$ cat src/hw/dsi_settings.svh
`ifndef DSI_SETTINGS_SVH
`define DSI_SETTINGS_SVH

// active line payload, 4 pixels at 24 bpp
`define DSI_BYTES_PER_LINE 12
`define DSI_WORDS_PER_LINE (`DSI_BYTES_PER_LINE / 4)

`define DSI_BLANK_CYCLES   8   // every blanking wait
`define DSI_HBP_CYCLES     4   // hss to data header

// lines per frame region
`define DSI_VSA_LINES      1
`define DSI_VBP_LINES      1
`define DSI_ACT_LINES      2
`define DSI_VFP_LINES      1

`define DSI_FIFO_DEPTH     4   // entries in the word fifo

`endif

$ cat src/hw/dsi_pkg.sv
`default_nettype none

package dsi_pkg;

  typedef enum logic [5:0] {
    DT_VSS   = 6'h01,
    DT_HSS   = 6'h21,
    DT_PPS24 = 6'h3E
  } data_type_e;

  typedef enum logic [3:0] {
    ST_IDLE,
    ST_SEND_VSS,
    ST_WAIT_VSS,
    ST_SEND_HSS_VSA,
    ST_WAIT_VSA,
    ST_SEND_HSS_VBP,
    ST_WAIT_VBP,
    ST_SEND_HSS_ACT,
    ST_WAIT_HBP,
    ST_SEND_HDR,
    ST_SEND_DATA,
    ST_SEND_CRC,
    ST_WAIT_HFP,
    ST_SEND_HSS_VFP,
    ST_WAIT_VFP
  } frame_state_e;

  typedef struct packed {
    logic        half;   // only bytes 0 and 1 valid
    logic [31:0] data;
  } pkt_word_t;

  typedef struct packed {
    logic [3:0]  strb;   // one per lane
    logic [31:0] data;   // byte 0 on lane 0
  } phy_word_t;

  typedef struct packed {
    logic        line_ready;
    logic [31:0] data;
  } pix_word_t;

endpackage

`default_nettype wire

$ cat src/hw/dsi_ecc.sv
`default_nettype none
`timescale 1ns/1ps

module dsi_ecc (
  input  wire  [23:0] header,
  output logic [7:0]  ecc
);

  logic [23:0] d;

  assign d = header;

  // hamming parity per the dsi header table
  assign ecc[0] = d[0] ^ d[1] ^ d[2] ^ d[4] ^ d[5] ^ d[7] ^ d[10] ^ d[11] ^ d[13]
                ^ d[16] ^ d[20] ^ d[21] ^ d[22] ^ d[23];

  assign ecc[1] = d[0] ^ d[1] ^ d[3] ^ d[4] ^ d[6] ^ d[8] ^ d[10] ^ d[12] ^ d[14]
                ^ d[17] ^ d[20] ^ d[21] ^ d[22] ^ d[23];

  assign ecc[2] = d[0] ^ d[2] ^ d[3] ^ d[5] ^ d[6] ^ d[9] ^ d[11] ^ d[12] ^ d[15]
                ^ d[18] ^ d[20] ^ d[21] ^ d[22];

  assign ecc[3] = d[1] ^ d[2] ^ d[3] ^ d[7] ^ d[8] ^ d[9] ^ d[13] ^ d[14] ^ d[15]
                ^ d[19] ^ d[20] ^ d[21] ^ d[23];

  assign ecc[4] = d[4] ^ d[5] ^ d[6] ^ d[7] ^ d[8] ^ d[9] ^ d[16] ^ d[17] ^ d[18]
                ^ d[19] ^ d[20] ^ d[22] ^ d[23];

  assign ecc[5] = d[10] ^ d[11] ^ d[12] ^ d[13] ^ d[14] ^ d[15] ^ d[16] ^ d[17]
                ^ d[18] ^ d[19] ^ d[21] ^ d[22] ^ d[23];

  assign ecc[7:6] = 2'b00;   // unused in 24-bit headers

endmodule

`default_nettype wire

$ cat src/hw/dsi_crc16.sv
`default_nettype none
`timescale 1ns/1ps

module dsi_crc16 (
  input  wire         clk,
  input  wire         rst_n,
  input  wire         clear,
  input  wire         update,
  input  wire  [31:0] data,
  output logic [15:0] crc
);

  logic [15:0] crc_q;

  // reflected x^16+x^12+x^5+1, one bit at a time, lsb first
  function automatic logic [15:0] crc_step(input logic [15:0] crc_in, input logic [31:0] d);
    logic [15:0] c;
    logic        fb;
    c = crc_in;
    for (int i = 0; i < 32; i++)
    begin
      fb = c[0] ^ d[i];
      c  = {1'b0, c[15:1]};
      if (fb)
        c = c ^ 16'h8408;
    end
    return c;
  endfunction

  always_ff @(posedge clk or negedge rst_n)
  begin
    if (!rst_n)
      crc_q <= 16'hFFFF;
    else if (clear)
      crc_q <= 16'hFFFF;   // preset before each long packet
    else if (update)
      crc_q <= crc_step(crc_q, data);
  end

  assign crc = crc_q;

  a_clear_update_excl: assert property (@(posedge clk) disable iff (!rst_n)
    !(clear && update));

endmodule

`default_nettype wire

$ cat src/hw/dsi_frame_ctrl.sv
`default_nettype none
`timescale 1ns/1ps
`include "dsi_settings.svh"

module dsi_frame_ctrl (
  input  wire                     clk,
  input  wire                     rst_n,
  input  wire                     enable,
  input  wire dsi_pkg::pix_word_t pix,
  input  wire                     pix_valid,
  output logic                    pix_ready,
  output dsi_pkg::pkt_word_t      pkt,
  output logic                    pkt_valid,
  input  wire                     pkt_ready,
  output logic                    frame_active
);

  dsi_pkg::frame_state_e state;
  dsi_pkg::frame_state_e state_next;
  dsi_pkg::data_type_e   dtype;

  logic [15:0] blank_cnt;
  logic [15:0] line_cnt;
  logic [15:0] word_cnt;
  logic [15:0] word_count;
  logic [23:0] header;
  logic [7:0]  ecc;
  logic [15:0] crc;
  logic        xfer;
  logic        blank_done;
  logic        last_line;
  logic        line_end;

  assign xfer       = pkt_valid && pkt_ready;
  assign blank_done = (blank_cnt == 16'd0);
  assign last_line  = (line_cnt == 16'd1);
  assign line_end   = blank_done && (state inside {dsi_pkg::ST_WAIT_VSA, dsi_pkg::ST_WAIT_VBP,
                                                   dsi_pkg::ST_WAIT_HFP, dsi_pkg::ST_WAIT_VFP});

  always_comb
  begin
    state_next = state;
    case (state)
      dsi_pkg::ST_IDLE:
        if (enable && pix.line_ready)
          state_next = dsi_pkg::ST_SEND_VSS;
      dsi_pkg::ST_SEND_VSS:     state_next = xfer ? dsi_pkg::ST_WAIT_VSS : state;
      dsi_pkg::ST_WAIT_VSS:     state_next = blank_done ? dsi_pkg::ST_SEND_HSS_VSA : state;
      dsi_pkg::ST_SEND_HSS_VSA: state_next = xfer ? dsi_pkg::ST_WAIT_VSA : state;
      dsi_pkg::ST_WAIT_VSA:
        if (blank_done)
          state_next = last_line ? dsi_pkg::ST_SEND_HSS_VBP : dsi_pkg::ST_SEND_HSS_VSA;
      dsi_pkg::ST_SEND_HSS_VBP: state_next = xfer ? dsi_pkg::ST_WAIT_VBP : state;
      dsi_pkg::ST_WAIT_VBP:
        if (blank_done)
          state_next = last_line ? dsi_pkg::ST_SEND_HSS_ACT : dsi_pkg::ST_SEND_HSS_VBP;
      dsi_pkg::ST_SEND_HSS_ACT: state_next = xfer ? dsi_pkg::ST_WAIT_HBP : state;
      dsi_pkg::ST_WAIT_HBP:     state_next = blank_done ? dsi_pkg::ST_SEND_HDR : state;
      dsi_pkg::ST_SEND_HDR:     state_next = xfer ? dsi_pkg::ST_SEND_DATA : state;
      dsi_pkg::ST_SEND_DATA:
        if (xfer && word_cnt == 16'd1)
          state_next = dsi_pkg::ST_SEND_CRC;
      dsi_pkg::ST_SEND_CRC:     state_next = xfer ? dsi_pkg::ST_WAIT_HFP : state;
      dsi_pkg::ST_WAIT_HFP:
        if (blank_done)
          state_next = last_line ? dsi_pkg::ST_SEND_HSS_VFP : dsi_pkg::ST_SEND_HSS_ACT;
      dsi_pkg::ST_SEND_HSS_VFP: state_next = xfer ? dsi_pkg::ST_WAIT_VFP : state;
      dsi_pkg::ST_WAIT_VFP:
        if (blank_done)
          state_next = last_line ? dsi_pkg::ST_IDLE : dsi_pkg::ST_SEND_HSS_VFP;
      default:                  state_next = dsi_pkg::ST_IDLE;
    endcase
  end

  always_ff @(posedge clk or negedge rst_n)
  begin
    if (!rst_n)
    begin
      state     <= dsi_pkg::ST_IDLE;
      blank_cnt <= 16'd0;
      line_cnt  <= 16'd0;
      word_cnt  <= 16'd0;
    end
    else
    begin
      state <= state_next;
      // waits are only entered from send states, where the counter rests at zero
      if (state_next == dsi_pkg::ST_WAIT_HBP && state != dsi_pkg::ST_WAIT_HBP)
        blank_cnt <= 16'(`DSI_HBP_CYCLES - 1);
      else if (state_next != state && (state_next inside {dsi_pkg::ST_WAIT_VSS,
               dsi_pkg::ST_WAIT_VSA, dsi_pkg::ST_WAIT_VBP, dsi_pkg::ST_WAIT_HFP,
               dsi_pkg::ST_WAIT_VFP}))
        blank_cnt <= 16'(`DSI_BLANK_CYCLES - 1);
      else if (!blank_done)
        blank_cnt <= blank_cnt - 16'd1;

      if (state == dsi_pkg::ST_WAIT_VSS && blank_done)
        line_cnt <= 16'(`DSI_VSA_LINES);
      else if (line_end && last_line && state == dsi_pkg::ST_WAIT_VSA)
        line_cnt <= 16'(`DSI_VBP_LINES);
      else if (line_end && last_line && state == dsi_pkg::ST_WAIT_VBP)
        line_cnt <= 16'(`DSI_ACT_LINES);
      else if (line_end && last_line && state == dsi_pkg::ST_WAIT_HFP)
        line_cnt <= 16'(`DSI_VFP_LINES);
      else if (line_end)
        line_cnt <= line_cnt - 16'd1;

      if (state == dsi_pkg::ST_SEND_HDR && xfer)
        word_cnt <= 16'(`DSI_WORDS_PER_LINE);
      else if (state == dsi_pkg::ST_SEND_DATA && xfer)
        word_cnt <= word_cnt - 16'd1;
    end
  end

  always_comb
  begin
    dtype      = dsi_pkg::DT_HSS;
    word_count = 16'd0;   // short packets carry zero
    if (state == dsi_pkg::ST_SEND_VSS)
      dtype = dsi_pkg::DT_VSS;
    else if (state == dsi_pkg::ST_SEND_HDR)
    begin
      dtype      = dsi_pkg::DT_PPS24;
      word_count = 16'(`DSI_BYTES_PER_LINE);
    end
  end

  assign header = {word_count, 2'b00, dtype};   // virtual channel 0

  dsi_ecc u_ecc (
    .header (header),
    .ecc    (ecc)
  );

  dsi_crc16 u_crc (
    .clk    (clk),
    .rst_n  (rst_n),
    .clear  (state == dsi_pkg::ST_SEND_HDR),
    .update (state == dsi_pkg::ST_SEND_DATA && xfer),
    .data   (pix.data),
    .crc    (crc)
  );

  always_comb
  begin
    pkt.half = 1'b0;
    pkt.data = {ecc, header};
    if (state == dsi_pkg::ST_SEND_DATA)
      pkt.data = pix.data;
    else if (state == dsi_pkg::ST_SEND_CRC)
    begin
      pkt.half = 1'b1;
      pkt.data = {16'h0000, crc};
    end
  end

  always_comb
  begin
    case (state)
      dsi_pkg::ST_SEND_VSS, dsi_pkg::ST_SEND_HSS_VSA, dsi_pkg::ST_SEND_HSS_VBP,
      dsi_pkg::ST_SEND_HSS_ACT, dsi_pkg::ST_SEND_HDR, dsi_pkg::ST_SEND_HSS_VFP,
      dsi_pkg::ST_SEND_CRC:  pkt_valid = 1'b1;
      dsi_pkg::ST_SEND_DATA: pkt_valid = pix_valid;
      default:               pkt_valid = 1'b0;
    endcase
  end

  assign pix_ready    = (state == dsi_pkg::ST_SEND_DATA) && pkt_ready;
  assign frame_active = (state != dsi_pkg::ST_IDLE);

  a_state_legal: assert property (@(posedge clk) disable iff (!rst_n)
    state inside {[dsi_pkg::ST_IDLE : dsi_pkg::ST_WAIT_VFP]});

  a_pix_ready_payload: assert property (@(posedge clk) disable iff (!rst_n)
    pix_ready |-> (word_cnt != 16'd0) && (word_cnt <= 16'(`DSI_WORDS_PER_LINE)));

endmodule

`default_nettype wire

$ cat src/hw/dsi_word_fifo.sv
`default_nettype none
`timescale 1ns/1ps
`include "dsi_settings.svh"

module dsi_word_fifo (
  input  wire                     clk,
  input  wire                     rst_n,
  input  wire dsi_pkg::pkt_word_t in_word,
  input  wire                     in_valid,
  output logic                    in_ready,
  output dsi_pkg::pkt_word_t      out_word,
  output logic                    out_valid,
  input  wire                     out_ready
);

  localparam int AW = $clog2(`DSI_FIFO_DEPTH);
  localparam logic [AW:0] DEPTH = (AW + 1)'(`DSI_FIFO_DEPTH);

  dsi_pkg::pkt_word_t mem [`DSI_FIFO_DEPTH];

  logic [AW-1:0] wr_ptr;
  logic [AW-1:0] rd_ptr;
  logic [AW:0]   count;
  logic          wr_en;
  logic          rd_en;

  assign in_ready  = (count != DEPTH);
  assign out_valid = (count != '0);
  assign out_word  = mem[rd_ptr];   // show-ahead
  assign wr_en     = in_valid && in_ready;
  assign rd_en     = out_valid && out_ready;

  always_ff @(posedge clk)
  begin
    if (wr_en)
      mem[wr_ptr] <= in_word;
  end

  always_ff @(posedge clk or negedge rst_n)
  begin
    if (!rst_n)
    begin
      wr_ptr <= '0;
      rd_ptr <= '0;
      count  <= '0;
    end
    else
    begin
      if (wr_en)
        wr_ptr <= (wr_ptr == AW'(`DSI_FIFO_DEPTH - 1)) ? '0 : wr_ptr + 1'b1;
      if (rd_en)
        rd_ptr <= (rd_ptr == AW'(`DSI_FIFO_DEPTH - 1)) ? '0 : rd_ptr + 1'b1;
      if (wr_en && !rd_en)
        count <= count + 1'b1;
      else if (rd_en && !wr_en)
        count <= count - 1'b1;
    end
  end

  a_no_write_full: assert property (@(posedge clk) disable iff (!rst_n)
    (count == DEPTH && !rd_en) |=> $stable(wr_ptr));

  a_no_read_empty: assert property (@(posedge clk) disable iff (!rst_n)
    (count == '0) |=> $stable(rd_ptr));

endmodule

`default_nettype wire

$ cat src/hw/dsi_lane_packer.sv
`default_nettype none
`timescale 1ns/1ps

module dsi_lane_packer (
  input  wire                     clk,
  input  wire                     rst_n,
  input  wire  [2:0]              lanes,
  input  wire dsi_pkg::pkt_word_t in_word,
  input  wire                     in_valid,
  output logic                    in_ready,
  output dsi_pkg::phy_word_t      phy,
  output logic                    phy_valid,
  input  wire                     phy_ready
);

  logic [63:0] sreg;
  logic [3:0]  byte_cnt;
  logic [2:0]  lanes_q;
  logic [3:0]  lane_bytes;
  logic [3:0]  in_bytes;
  logic [3:0]  out_bytes;
  logic [3:0]  keep_bytes;
  logic [63:0] sreg_shift;
  logic [31:0] in_data;
  logic        phy_xfer;
  logic        rd_en;

  assign lane_bytes = {1'b0, lanes_q};
  assign in_bytes   = in_word.half ? 4'd2 : 4'd4;
  assign in_data    = in_word.half ? {16'h0000, in_word.data[15:0]} : in_word.data;

  // full beat, or flush what is left once the fifo runs dry
  assign phy_valid  = (byte_cnt != 4'd0) && ((byte_cnt >= lane_bytes) || !in_valid);
  assign out_bytes  = (byte_cnt >= lane_bytes) ? lane_bytes : byte_cnt;
  assign phy_xfer   = phy_valid && phy_ready;
  assign keep_bytes = byte_cnt - (phy_xfer ? out_bytes : 4'd0);
  assign sreg_shift = phy_xfer ? (sreg >> {out_bytes, 3'b000}) : sreg;
  assign in_ready   = (keep_bytes <= 4'd4);   // room for a full word
  assign rd_en      = in_valid && in_ready;

  always_ff @(posedge clk or negedge rst_n)
  begin
    if (!rst_n)
    begin
      sreg     <= '0;
      byte_cnt <= 4'd0;
      lanes_q  <= 3'd4;
    end
    else
    begin
      sreg     <= rd_en ? (sreg_shift | ({32'h0, in_data} << {keep_bytes, 3'b000})) : sreg_shift;
      byte_cnt <= keep_bytes + (rd_en ? in_bytes : 4'd0);
      if (byte_cnt == 4'd0 && !in_valid)
        lanes_q <= lanes;   // only between bursts
    end
  end

  always_comb
  begin
    phy.data = sreg[31:0];
    case (out_bytes)
      4'd1:    phy.strb = 4'b0001;
      4'd2:    phy.strb = 4'b0011;
      4'd3:    phy.strb = 4'b0111;
      4'd4:    phy.strb = 4'b1111;
      default: phy.strb = 4'b0000;
    endcase
  end

  a_byte_cnt_max: assert property (@(posedge clk) disable iff (!rst_n)
    byte_cnt <= 4'd8);

endmodule

`default_nettype wire

$ cat src/hw/dsi_tx_assembler.sv
`default_nettype none
`timescale 1ns/1ps

module dsi_tx_assembler (
  input  wire                     clk,
  input  wire                     rst_n,
  input  wire                     enable,
  input  wire  [2:0]              lanes,
  input  wire dsi_pkg::pix_word_t pix,
  input  wire                     pix_valid,
  output logic                    pix_ready,
  output dsi_pkg::phy_word_t      phy,
  output logic                    phy_valid,
  input  wire                     phy_ready,
  output logic                    busy
);

  dsi_pkg::pkt_word_t pkt;
  dsi_pkg::pkt_word_t fifo_word;
  logic               pkt_valid;
  logic               pkt_ready;
  logic               fifo_valid;
  logic               fifo_ready;
  logic               frame_active;

  dsi_frame_ctrl u_ctrl (
    .clk          (clk),
    .rst_n        (rst_n),
    .enable       (enable),
    .pix          (pix),
    .pix_valid    (pix_valid),
    .pix_ready    (pix_ready),
    .pkt          (pkt),
    .pkt_valid    (pkt_valid),
    .pkt_ready    (pkt_ready),
    .frame_active (frame_active)
  );

  dsi_word_fifo u_fifo (
    .clk       (clk),
    .rst_n     (rst_n),
    .in_word   (pkt),
    .in_valid  (pkt_valid),
    .in_ready  (pkt_ready),
    .out_word  (fifo_word),
    .out_valid (fifo_valid),
    .out_ready (fifo_ready)
  );

  dsi_lane_packer u_packer (
    .clk       (clk),
    .rst_n     (rst_n),
    .lanes     (lanes),
    .in_word   (fifo_word),
    .in_valid  (fifo_valid),
    .in_ready  (fifo_ready),
    .phy       (phy),
    .phy_valid (phy_valid),
    .phy_ready (phy_ready)
  );

  assign busy = frame_active || fifo_valid || phy_valid;   // drops after the last beat

endmodule

`default_nettype wire

$ cat config.mk
export PLATFORM = sky130hd
export DESIGN_NAME = dsi_tx_assembler
export DESIGN_NICKNAME = d
export VERILOG_FILES = /design/src/hw/dsi_pkg.sv /design/src/hw/dsi_ecc.sv /design/src/hw/dsi_crc16.sv /design/src/hw/dsi_frame_ctrl.sv /design/src/hw/dsi_word_fifo.sv /design/src/hw/dsi_lane_packer.sv /design/src/hw/dsi_tx_assembler.sv
export VERILOG_INCLUDE_DIRS = /design/src /design/src/hw
export SDC_FILE = /design/constraint.sdc
export NUM_CORES = 1
export LEC_CHECK = 0
export BUFFER_PORTS_ARGS = -buffer_cell sky130_fd_sc_hd__buf_4
export CAP_MARGIN = 15
export CELL_PAD_IN_SITES_DETAIL_PLACEMENT = 1
export CELL_PAD_IN_SITES_GLOBAL_PLACEMENT = 2
export CORE_MARGIN = 8
export CORE_UTILIZATION = 45
export CTS_CLUSTER_SIZE = 28
export DETAILED_ROUTE_END_ITERATION = 8
export HOLD_SLACK_MARGIN = 0.02
export PLACE_DENSITY = 0.95
export REMOVE_ABC_BUFFERS = 1
export SLEW_MARGIN = 20
export SYNTH_ARGS = -nofsm -noshare
export SYNTH_HDL_FRONTEND = slang
export SYNTH_SLANG_ARGS = --single-unit
$ cat constraint.sdc
create_clock -name clk -period 11.1 [get_ports clk]
set_input_delay 1.11 -clock clk [delete_from_list [all_inputs] [get_ports clk]]
set_output_delay 1.11 -clock clk [all_outputs]
set_load 0.01 [all_outputs]
==> results of run 1 <==
-- per-layer routing --
layer	global-route usage (%)	routed length [um]	share of wire (%)
met5	0	0	0
met4	5.34	857	1.9
met3	3.59	2680	5.9
met2	36.6	22100	49
met1	29.6	19700	43
-- Yosys cell counts (13+ instances only) --
cell / number
sky130_fd_sc_hd__a211oi_1: 18
sky130_fd_sc_hd__a21oi_1: 101
sky130_fd_sc_hd__a22o_1: 17
sky130_fd_sc_hd__a22oi_1: 51
sky130_fd_sc_hd__and2_1: 22
sky130_fd_sc_hd__buf_4: 33
sky130_fd_sc_hd__clkbuf_1: 69
sky130_fd_sc_hd__dfrtp_1: 129
sky130_fd_sc_hd__dfstp_2: 17
sky130_fd_sc_hd__edfxtp_1: 132
sky130_fd_sc_hd__ha_1: 19
sky130_fd_sc_hd__inv_1: 24
sky130_fd_sc_hd__mux2i_1: 40
sky130_fd_sc_hd__mux4_2: 32
sky130_fd_sc_hd__nand2_1: 131
sky130_fd_sc_hd__nand3_1: 19
sky130_fd_sc_hd__nor2_1: 101
sky130_fd_sc_hd__nor3_1: 19
sky130_fd_sc_hd__o21ai_0: 84
sky130_fd_sc_hd__o21ai_1: 44
sky130_fd_sc_hd__o22ai_1: 21
sky130_fd_sc_hd__xnor2_1: 61
sky130_fd_sc_hd__xnor3_1: 13
sky130_fd_sc_hd__xor2_1: 28
-- flip-flops by register name (all words and copies together), names as in the netlist --
signal / cells
u_packer.byte_cnt: 4
u_fifo.rd_ptr: 2
u_fifo.count: 3
u_ctrl.word_cnt: 16
u_packer.sreg: 64
u_ctrl.state: 4
u_fifo.wr_ptr: 2
u_ctrl.blank_cnt: 16
u_ctrl.u_crc.crc: 16
u_ctrl.line_cnt: 16
u_fifo.mem: 132
u_packer.lanes_q: 3
-- worst paths after layout --
| check | slack (ns) | to | cells after the start |
|---|---|---|---|
| hold reg to reg | 0.47 | u_ctrl.word_cnt[9] | 1 |
| hold / removal | 0.47 | u_ctrl.word_cnt[9] | 1 |
| max in group asynchronous | 9.09 | u_fifo.rd_ptr[0] | 2 |
| setup reg to reg | 5.34 | u_fifo.count[2] | 20 |
| setup / recovery | 5.34 | u_fifo.count[2] | 20 |
| min in group asynchronous | 0.64 | u_packer.sreg[54] | 1 |
-- metrics by stage --
stage	hold slack, ns	utilization [%]	instance area [um^2]	std cells	setup slack, ns
floorplan	0.439	-	15100	1307	3.69
global placement	0.463	47.8	16500	1862	5.64
detailed placement	0.478	47.8	16500	1862	5.35
CTS	0.485	50.9	17600	1919	5.36
global route	0.507	51.0	17600	1919	4.88
finish	0.474	51.0	17600	1919	5.34
-- layout make-up --
class | count | area share [%]
clock buffer | 40 | 4.90
sequential | 278 | 43.4
multi-input combinational | 1003 | 42.4
timing repair buffer | 100 | 4.29
inverter | 26 | 0.554
clock inverter | 17 | 1.26
tap | 455 | 3.23
-- cell families (layout without fill, tap and decap cells) --
family,Yosys count,in the layout
XOR/XNOR,129,129
adder cells (fa/ha/maj),22,22
multiplexers,84,84
AND/OR/NAND/NOR,366,366
buffers and inverters,146,183
AO/OA/AOI/OAI,402,402
flip-flops,278,278
-- worst register-to-register path: stages (launching register included) --
cell and delay (ns):
sky130_fd_sc_hd__dfrtp_1 0.43, sky130_fd_sc_hd__inv_1 0.11, sky130_fd_sc_hd__ha_1 0.28, sky130_fd_sc_hd__nand2b_1 0.09, sky130_fd_sc_hd__a21o_1 0.11, sky130_fd_sc_hd__a211o_1 0.47
sky130_fd_sc_hd__o21ba_2 0.23, sky130_fd_sc_hd__and2_1 0.70, sky130_fd_sc_hd__nand2_1 0.18, sky130_fd_sc_hd__ha_1 0.33, sky130_fd_sc_hd__nor2b_1 0.13, sky130_fd_sc_hd__o21ai_1 0.15
sky130_fd_sc_hd__nor3b_1 0.24, sky130_fd_sc_hd__or3_1 0.73, sky130_fd_sc_hd__a21o_1 0.36, sky130_fd_sc_hd__ha_1 0.26, sky130_fd_sc_hd__inv_1 0.07, sky130_fd_sc_hd__fa_1 0.37
sky130_fd_sc_hd__xor2_1 0.17, sky130_fd_sc_hd__nor2_1 0.13, sky130_fd_sc_hd__xor2_1 0.15
==> results by stage, run 1 <==
Outcome:
- The run finished with clean final reports.

Final layout:
- The library cells used most frequently in the layout, excluding fill and tap cells, are sky130_fd_sc_hd__edfxtp_1, sky130_fd_sc_hd__nand2_1, sky130_fd_sc_hd__dfrtp_1, sky130_fd_sc_hd__a21oi_1, sky130_fd_sc_hd__nor2_1.
- In the final design database the tool counted between 1500 and 2000 nets.
- The area of the multi-input gates is between 7000 and 8000 um^2.
- The most common cell after layout, fill and taps aside is sky130_fd_sc_hd__edfxtp_1.
- The footprint of the flip-flops and latches is 7640 um^2.
- The share of cells above drive strength 1 is between 10% and 20%.
- The filler cells instantiated in the layout total roughly 3800.
- The antenna diode count is 0.
- Compared with the post-synthesis result, the final layout area differs by 11.8%.

Timing:
- The pin slew with the least headroom to its limit is just over 1 ns.
- The worst setup skew after layout is roughly 0.014 ns.
- The number of failing setup endpoints in the final timing report is 0.
- The worst path uses between 50% and 60% of the clock period.
- The number of max-slew violations in the final report is 0.
- The achievable clock frequency is 0.173 GHz.
- Adding up every negative setup slack in the final design gives 0 ns.
- Setup repair after global routing left no endpoint under its margin.
- For the finished layout, the period the worst path requires is around 5.8 ns.
- The remaining max-slew budget at the tightest pin is between 30% and 40%.
- The final hold violation count came to 0.

Yosys:
- The portion of synthesized area spent on multiplexers is approximately 8.0%.
- The distinct cell type count after synthesis is between 80 and 90.
- The number of cells produced by synthesis is 1427.
- Yosys attributes the largest share of cell area to sky130_fd_sc_hd__edfxtp_1, sky130_fd_sc_hd__dfrtp_1, sky130_fd_sc_hd__mux4_2, sky130_fd_sc_hd__xnor2_1, sky130_fd_sc_hd__a21oi_1.
- The cell type with the highest aggregate area in the netlist is sky130_fd_sc_hd__edfxtp_1.
- Summing the areas of all and, or, nand and nor instances in the mapped netlist gives between 10% and 20% of the synthesized area.
- By area, the combinational part of the netlist is dominated by compound AO/OA/AOI/OAI gates.
- The Yosys warning count is 0.
- The xor-xnor portion of the synthesized cell area is between 10% and 20%.
- The synthesis-stage register bit count is between 200 and 300.
- The synthesized netlist devotes roughly 16% of its cell area to compound gates.
- The most used flip-flop cell after synthesis is sky130_fd_sc_hd__edfxtp_1.
- The number of enable-type register cells in the synthesized netlist is between 100 and 150.
- Of the synthesized area, sequential elements account for about 49%.
- The proportion of register bits with asynchronous set or reset after synthesis is 52.5%.
- A synthesized cell averages 11.0 um^2.
- The adder-cell share of the synthesized area is 1.89%.
- The portion of synthesized cell area occupied by the leading cell type is between 20 and 30%.
- The combined area of all synthesized cells is about 16000 um^2.

Detailed routing:
- The detail route stage leaves a number of antenna-violating nets equal to 0.
- The routed length per placed instance is ~24 um.
- The via count normalized by instance count is between 6 and 7.
- For this block, the initial DRC count from the detailed router was approximately 920.
- The first detailed-routing pass ran for 5 iterations.
- The routed design has ~45000 um of wire.
- The detailed-route DRC error count is 0.
- The total number of vias is approximately 12000.

Clocking:
- The CTS sink count is between 200 and 300.
- The CTS tree is done.
- The longest clock path from root to sink contains 3 buffers.
- Gates resized during post-CTS repair numbered 0.
- The clock network latency to the later pin of the worst-skew pair is 0.57 ns.
- CTS placed an instance of sky130_fd_sc_hd__clkbuf_16 at the clock tree root.
- The hold-fix buffer count after cts is 0.
- Post-CTS timing repair inserted 0 buffers for setup.
- The number of clock buffers added by TritonCTS is 31.
- CTS built an H-tree with a depth of 1.
- The clock transition at the registers of the reported paths is about 0.060 ns.

Setup path:
- The type of element capturing the critical path is a flip-flop.
- The count of buffering cells on the critical path with inverters included is 2.
- In this run the worst setup path begins at u_packer.byte_cnt[0].
- STA classifies the critical path startpoint as a flip-flop.
- The cell repeated most along the worst path is sky130_fd_sc_hd__ha_1.
- The cell family contributing the most delay on the critical path is simple AND/OR/NAND/NOR gates.
- The critical path required time is around 12 ns.
- The setup path with the least slack is of type reg -> reg.
- Walking the worst path, the cells encountered are inv_1 > ha_1 > nand2b_1 > a21o_1 > a211o_1 > o21ba_2 > and2_1 > nand2_1 > ha_1 > nor2b_1 > o21ai_1 > nor3b_1 > or3_1 > a21o_1 > ha_1 > inv_1 > fa_1 > xor2_1 > nor2_1 > xor2_1.
- STA puts the critical path data arrival time at between 6 and 7 ns.
- Along the worst path, the maximum fanout reaches 26.
- On the critical path, the stage with the largest delay is an instance of sky130_fd_sc_hd__or3_1.
- The worst reg2reg path startpoint is u_packer.byte_cnt[0].
- On the worst path, the slowest cell contributes a delay of 0.73 ns.

Floorplan:
- The number of core rows is about 70.
- The area of the die is slightly above 40000 um^2.
- Once the floorplan was initialized, standard cells occupied between 40 and 50% of the core.
- Pin placement for this block handled 80 I/O pins.
- The width of the die is 203 um.
- The floorplan step set the die height to between 200 and 250 um.
- The core region area is approximately 35000 um^2.

Placed design:
- The HPWL after detailed placement is between 30000 and 40000 um.
- The final weighted congestion of routability-driven global placement is 0.891.
- The number of buffer cells added on primary ports is between 70 and 80.

Global routing:
- Global routing consumed, over all layers together, 21.9% of the routing resources.
- The number of antenna violations at the first check in global routing is 0.
- The via count of the first global-routing pass came to about 12000.
- Entering global routing, the biggest net connects between 80 and 90 pins.
- The sum of overflow across all layers after global routing is 0.
- The wire length of the first global-routing pass is between 70000 and 80000 um.

Min path:
- The start point of the worst hold path is u_ctrl.word_cnt[9].
- The type of the worst min-delay path is reg -> reg.

Run:
- Across the run, the number of max-cap violations was 0.
Power of run 1 is not shown: default switching activity piles up to over one toggle a cycle in this logic, so the estimate is an artifact.
==> run 2: changes to the inputs <==
Settings changed: ABC_AREA set to 1, CORE_UTILIZATION 45 to 37, PLACE_DENSITY 0.95 to 0.89.
Clock period 11.1 ns to 5.6 ns, I/O delays scaled along.
==> run 2 against run 1 <==
Against the previous run: via count up 32%; critical path depth up 6; clock skew up 0.0014 ns; global-route usage down 1.4 points; synthesized cell count up 53%; sequential share of layout area down 3.7 points; maximum frequency up 23%; utilization down 8.6 points; critical path type unchanged; largest cell class is now multi-input combinational cells; highest routed layer unchanged.
==> results by stage, run 2 <==
Setup path:
- The critical path required time is 6.02 ns (was 11.59 ns).
- The type of the worst setup path is reg -> reg (unchanged).
- The delay of the slowest cell on the worst path was 0.42 ns (was 0.73 ns).
- The slowest cell on the critical path is sky130_fd_sc_hd__fa_1 (was sky130_fd_sc_hd__or3_1).
- The maximum fanout along the worst path is 10 (was 26).
- The arrival time at the worst endpoint came to 5.10 ns (was 6.25 ns).
- The cell repeated most along the worst path was sky130_fd_sc_hd__inv_1 (was sky130_fd_sc_hd__ha_1).
- The type of element capturing the critical path is a flip-flop (unchanged).
- The cell class contributing the biggest share of worst-path delay is adder cells (was simple AND/OR/NAND/NOR gates).
- The kind of launch point of the worst setup path is a flip-flop (unchanged).
- The count of buffering cells on the critical path with inverters included came to 8 (was 2).

Yosys:
- The number of cells produced by synthesis was 2186 (was 1427).
- Most used standard cells in the synthesized netlist: sky130_fd_sc_hd__nand2_1, sky130_fd_sc_hd__inv_1, sky130_fd_sc_hd__o21ai_0, sky130_fd_sc_hd__nor2_1, sky130_fd_sc_hd__nand3_1 (was sky130_fd_sc_hd__edfxtp_1, sky130_fd_sc_hd__nand2_1, sky130_fd_sc_hd__dfrtp_1, sky130_fd_sc_hd__a21oi_1, sky130_fd_sc_hd__nor2_1).
- Cell types occupying the most area after synthesis: sky130_fd_sc_hd__edfxtp_1, sky130_fd_sc_hd__dfrtp_1, sky130_fd_sc_hd__nand2_1, sky130_fd_sc_hd__o21ai_0, sky130_fd_sc_hd__nand3_1 (was sky130_fd_sc_hd__edfxtp_1, sky130_fd_sc_hd__dfrtp_1, sky130_fd_sc_hd__mux4_2, sky130_fd_sc_hd__xnor2_1, sky130_fd_sc_hd__a21oi_1).
- The share of the yosys chip area belonging to registers came to 44.9% (was 48.5%).
- The cell type with the highest aggregate area in the netlist is sky130_fd_sc_hd__edfxtp_1 (unchanged).
- The proportion of register bits with asynchronous set or reset after synthesis is 52.5% (unchanged).
- The distinct cell type count after synthesis is 56 (was 82).
- The Yosys warning count was 0 (unchanged).
- The combined area of all synthesized cells is 17000 um^2 (was 15700 um^2).
- The most frequently used cell type in the post-synthesis netlist is sky130_fd_sc_hd__nand2_1 (was sky130_fd_sc_hd__edfxtp_1).
- The number of enable-type register cells in the synthesized netlist is 132 (unchanged).
- The portion of synthesized cell area occupied by the leading cell type is 23.3% (was 25.2%).
- The synthesis-stage register bit count is 278 (unchanged).
- The most used flip-flop cell after synthesis is sky130_fd_sc_hd__edfxtp_1 (unchanged).
- The average cell area after synthesis was 7.78 um^2 (was 11.0 um^2).

Placed design:
- The number of placed instances with taps included is 2771 (was 1862).
- The final weighted congestion of routability-driven global placement is 0.877 (was 0.891).
- The pre-CTS setup slack is 0.975 ns (was 5.35 ns).
- The total cell area at the placement stage is 18000 um^2 (was 16500 um^2).
- The HPWL after detailed placement is 40200 um (was 31700 um).
- The number of buffer cells added on primary ports is 79 (unchanged).

Clocking:
- The count of cells resized by post-cts repair was 0 (unchanged).
- The CTS sink count is 278 (unchanged).
- The number of clock buffers inserted by TritonCTS is 35 (was 31).
- The H-tree level count is 2 (was 1).
- The clock network latency to the later pin of the worst-skew pair is 0.55 ns (was 0.57 ns).
- The CTS tree is done (unchanged).
- The clock tree buffer depth is 3 (unchanged).
- The cell chosen for the clock root is sky130_fd_sc_hd__clkbuf_16 (unchanged).
- The hold-fix buffer count after cts came to 1 (was 0).
- The post-CTS setup buffer count is 0 (unchanged).
- The clock transition at the registers of the reported paths came to 0.06 ns (about the same).

Detailed routing:
- The first-pass detailed-route iteration total was 5 (unchanged).
- The detailed-route DRC error count is 0 (unchanged).
- The number of DRC markers in iteration 0 was 929 (was 915).
- The post-detailed-route count of antenna-violating nets is 0 (unchanged).
- The routed length per placed instance is 19.5 um (was 23.6 um).
- The total length of routed wires was 55300 um (was 45300 um).
- The total number of vias was 15400 (was 11700).
- The via count normalized by instance count is 5.43 (was 6.10).

Outcome:
- Outcome: completed (unchanged).

Final layout:
- The final instance count without filler cells is 2838 (was 1919).
- The synthesis-to-layout area growth was 13.1% (was 11.8%).
- The net total in the final layout is 2274 (was 1503).
- The summed area of non-filler cells in the final layout came to 19200 um^2 (was 17600 um^2).
- The register name with the most flops is u_fifo.mem (unchanged).
- The share of cells above drive strength 1 came to 12.6% (was 17.8%).
- The antenna diode count came to 0 (unchanged).
- The number of flip-flops under the largest register name is 132 (unchanged).
- The most common cell after layout, fill and taps aside was sky130_fd_sc_hd__nand2_1 (was sky130_fd_sc_hd__edfxtp_1).
- Registers with the most flip-flops: u_fifo.mem (132), u_packer.sreg (64) (unchanged).
- Commonest cells after routing, fill and taps aside: sky130_fd_sc_hd__nand2_1, sky130_fd_sc_hd__inv_1, sky130_fd_sc_hd__o21ai_0, sky130_fd_sc_hd__nor2_1, sky130_fd_sc_hd__nand3_1 (was sky130_fd_sc_hd__edfxtp_1, sky130_fd_sc_hd__nand2_1, sky130_fd_sc_hd__dfrtp_1, sky130_fd_sc_hd__a21oi_1, sky130_fd_sc_hd__nor2_1).

Global routing:
- The wire length of the first global-routing pass is 88900 um (was 72800 um).
- The via count of the first global-routing pass is 16300 (was 12400).
- The number of antenna violations at the first check in global routing is 0 (unchanged).
- The pin count of the biggest net entering global routing is 92 (was 82).
- The sum of overflow across all layers after global routing was 0 (unchanged).
- The total global-route track usage came to 20.6% (was 21.9%).

Floorplan:
- The I/O pin count is 80 (unchanged).
- The width of the die came to 230 um (was 203 um).
- The core region area was 45400 um^2 (was 34500 um^2).
- The die outline height came to 230 um (was 203 um).
- The effective utilization at floorplan is 37.5% (was 45.6%).
- The number of core rows is 78 (was 68).
- The area of the die was 53100 um^2 (was 41200 um^2).

Run:
- The max capacitance violation total is 0 (unchanged).

Timing:
- The final hold violation count is 0 (unchanged).
- The remaining max-slew budget at the tightest pin came to 29.4% (was 32.0%).
- The final worst setup slack is 0.922 ns (was 5.34 ns).
- The number of failing setup endpoints in the final timing report is 0 (unchanged).
- Setup repair after global routing missed its margin: no (unchanged).
- The pin slew with the least headroom to its limit was 1.05 ns (was 1.01 ns).
- The minimum clock period after layout is 4.68 ns (was 5.76 ns).
- The sum of negative setup slack is 0 ns (unchanged).
- The final period utilization is 83.5% (was 51.9%).
- The worst setup skew after layout is 0.0149 ns (was 0.0135 ns).
- The achievable clock frequency is 0.214 GHz (was 0.173 GHz).
- The number of max-slew violations in the final report is 0 (unchanged).

Min path:
- The type of the worst min-delay path is in -> reg (was reg -> reg).
run 2: final cells by class:
class                           instances  area [um^2]
Timing Repair Buffer                  109          870
Clock inverter                         22          241
Multi-Input combinational cell       1556         7960
Clock buffer                           42          912
Sequential cell                       278         7640
Fill cell                            5538        26100
Tap cell                              600          751
Inverter                              231          870
run 2: per-layer routing:
| layer | track usage, % | vias to the layer above | wire (um) |
|---|---|---|---|
| met5 | 0 | - | 0 |
| met4 | 6.93 | 0 | 1750 |
| met3 | 3.24 | 105 | 2340 |
| met2 | 35.4 | 354 | 26300 |
| met1 | 26.2 | 7576 | 24900 |
| li1 | - | 7376 | - |
run 2: cells by family (layout without fill, tap and decap cells):
| logic type | after synthesis | count (layout) | share of synthesized area (%) |
|---|---|---|---|
| simple gates | 1063 | 1063 | 27.1 |
| compound gates | 411 | 411 | 14.5 |
| buf+inv | 352 | 404 | 8.60 |
| flops | 278 | 278 | 44.9 |
| xor+xnor | 55 | 55 | 2.83 |
| fa+ha+maj | 22 | 22 | 1.75 |
| mux | 5 | 5 | 0.301 |
run 2: through the flow:
step	utilization [%]	hold slack (ns)
floorplan	-	0.264
global placement	39.7	0.480
detailed placement	39.7	0.487
CTS	42.3	0.239
global route	42.4	0.255
finish	42.4	0.253
run 2: worst paths after layout:
| path | startpoint | end | slack, ns | cells past startpoint |
|---|---|---|---|---|
| worst max-delay path | u_packer.byte_cnt[0] | u_fifo.count[1] | 0.92 | 26 |
| worst min-delay path | lanes[1] | u_packer.lanes_q[1] | 0.25 | 3 |
| worst max register to register | u_packer.byte_cnt[0] | u_fifo.count[1] | 0.92 | 26 |
| worst min register to register | u_packer.sreg[39] | u_packer.sreg[39] | 0.50 | 2 |
| max in group asynchronous | rst_n | u_ctrl.line_cnt[10] | 4.08 | 3 |
| min in group asynchronous | rst_n | u_packer.sreg[11] | 0.54 | 2 |
run 2: worst register-to-register path: stages, from the launching register on:
cell and delay (ns):
sky130_fd_sc_hd__dfrtp_1 0.39, sky130_fd_sc_hd__inv_1 0.10, sky130_fd_sc_hd__ha_1 0.28, sky130_fd_sc_hd__o21ai_1 0.17
sky130_fd_sc_hd__nand2_1 0.08, sky130_fd_sc_hd__a21oi_1 0.12, sky130_fd_sc_hd__nand2_1 0.23, sky130_fd_sc_hd__o21ai_0 0.27
sky130_fd_sc_hd__inv_1 0.10, sky130_fd_sc_hd__nand2_2 0.10, sky130_fd_sc_hd__inv_1 0.06, sky130_fd_sc_hd__nand2_1 0.09
sky130_fd_sc_hd__ha_1 0.27, sky130_fd_sc_hd__nand2_1 0.08, sky130_fd_sc_hd__nor2_1 0.04, sky130_fd_sc_hd__a211oi_1 0.26
sky130_fd_sc_hd__xor2_1 0.31, sky130_fd_sc_hd__inv_2 0.06, sky130_fd_sc_hd__nor2_2 0.08, sky130_fd_sc_hd__buf_4 0.15
sky130_fd_sc_hd__inv_1 0.07, sky130_fd_sc_hd__a21oi_2 0.14, sky130_fd_sc_hd__inv_2 0.13, sky130_fd_sc_hd__ha_1 0.20
sky130_fd_sc_hd__inv_1 0.10, sky130_fd_sc_hd__fa_1 0.42, sky130_fd_sc_hd__mux2_2 0.27
Power of run 2 is left out for the same reason.
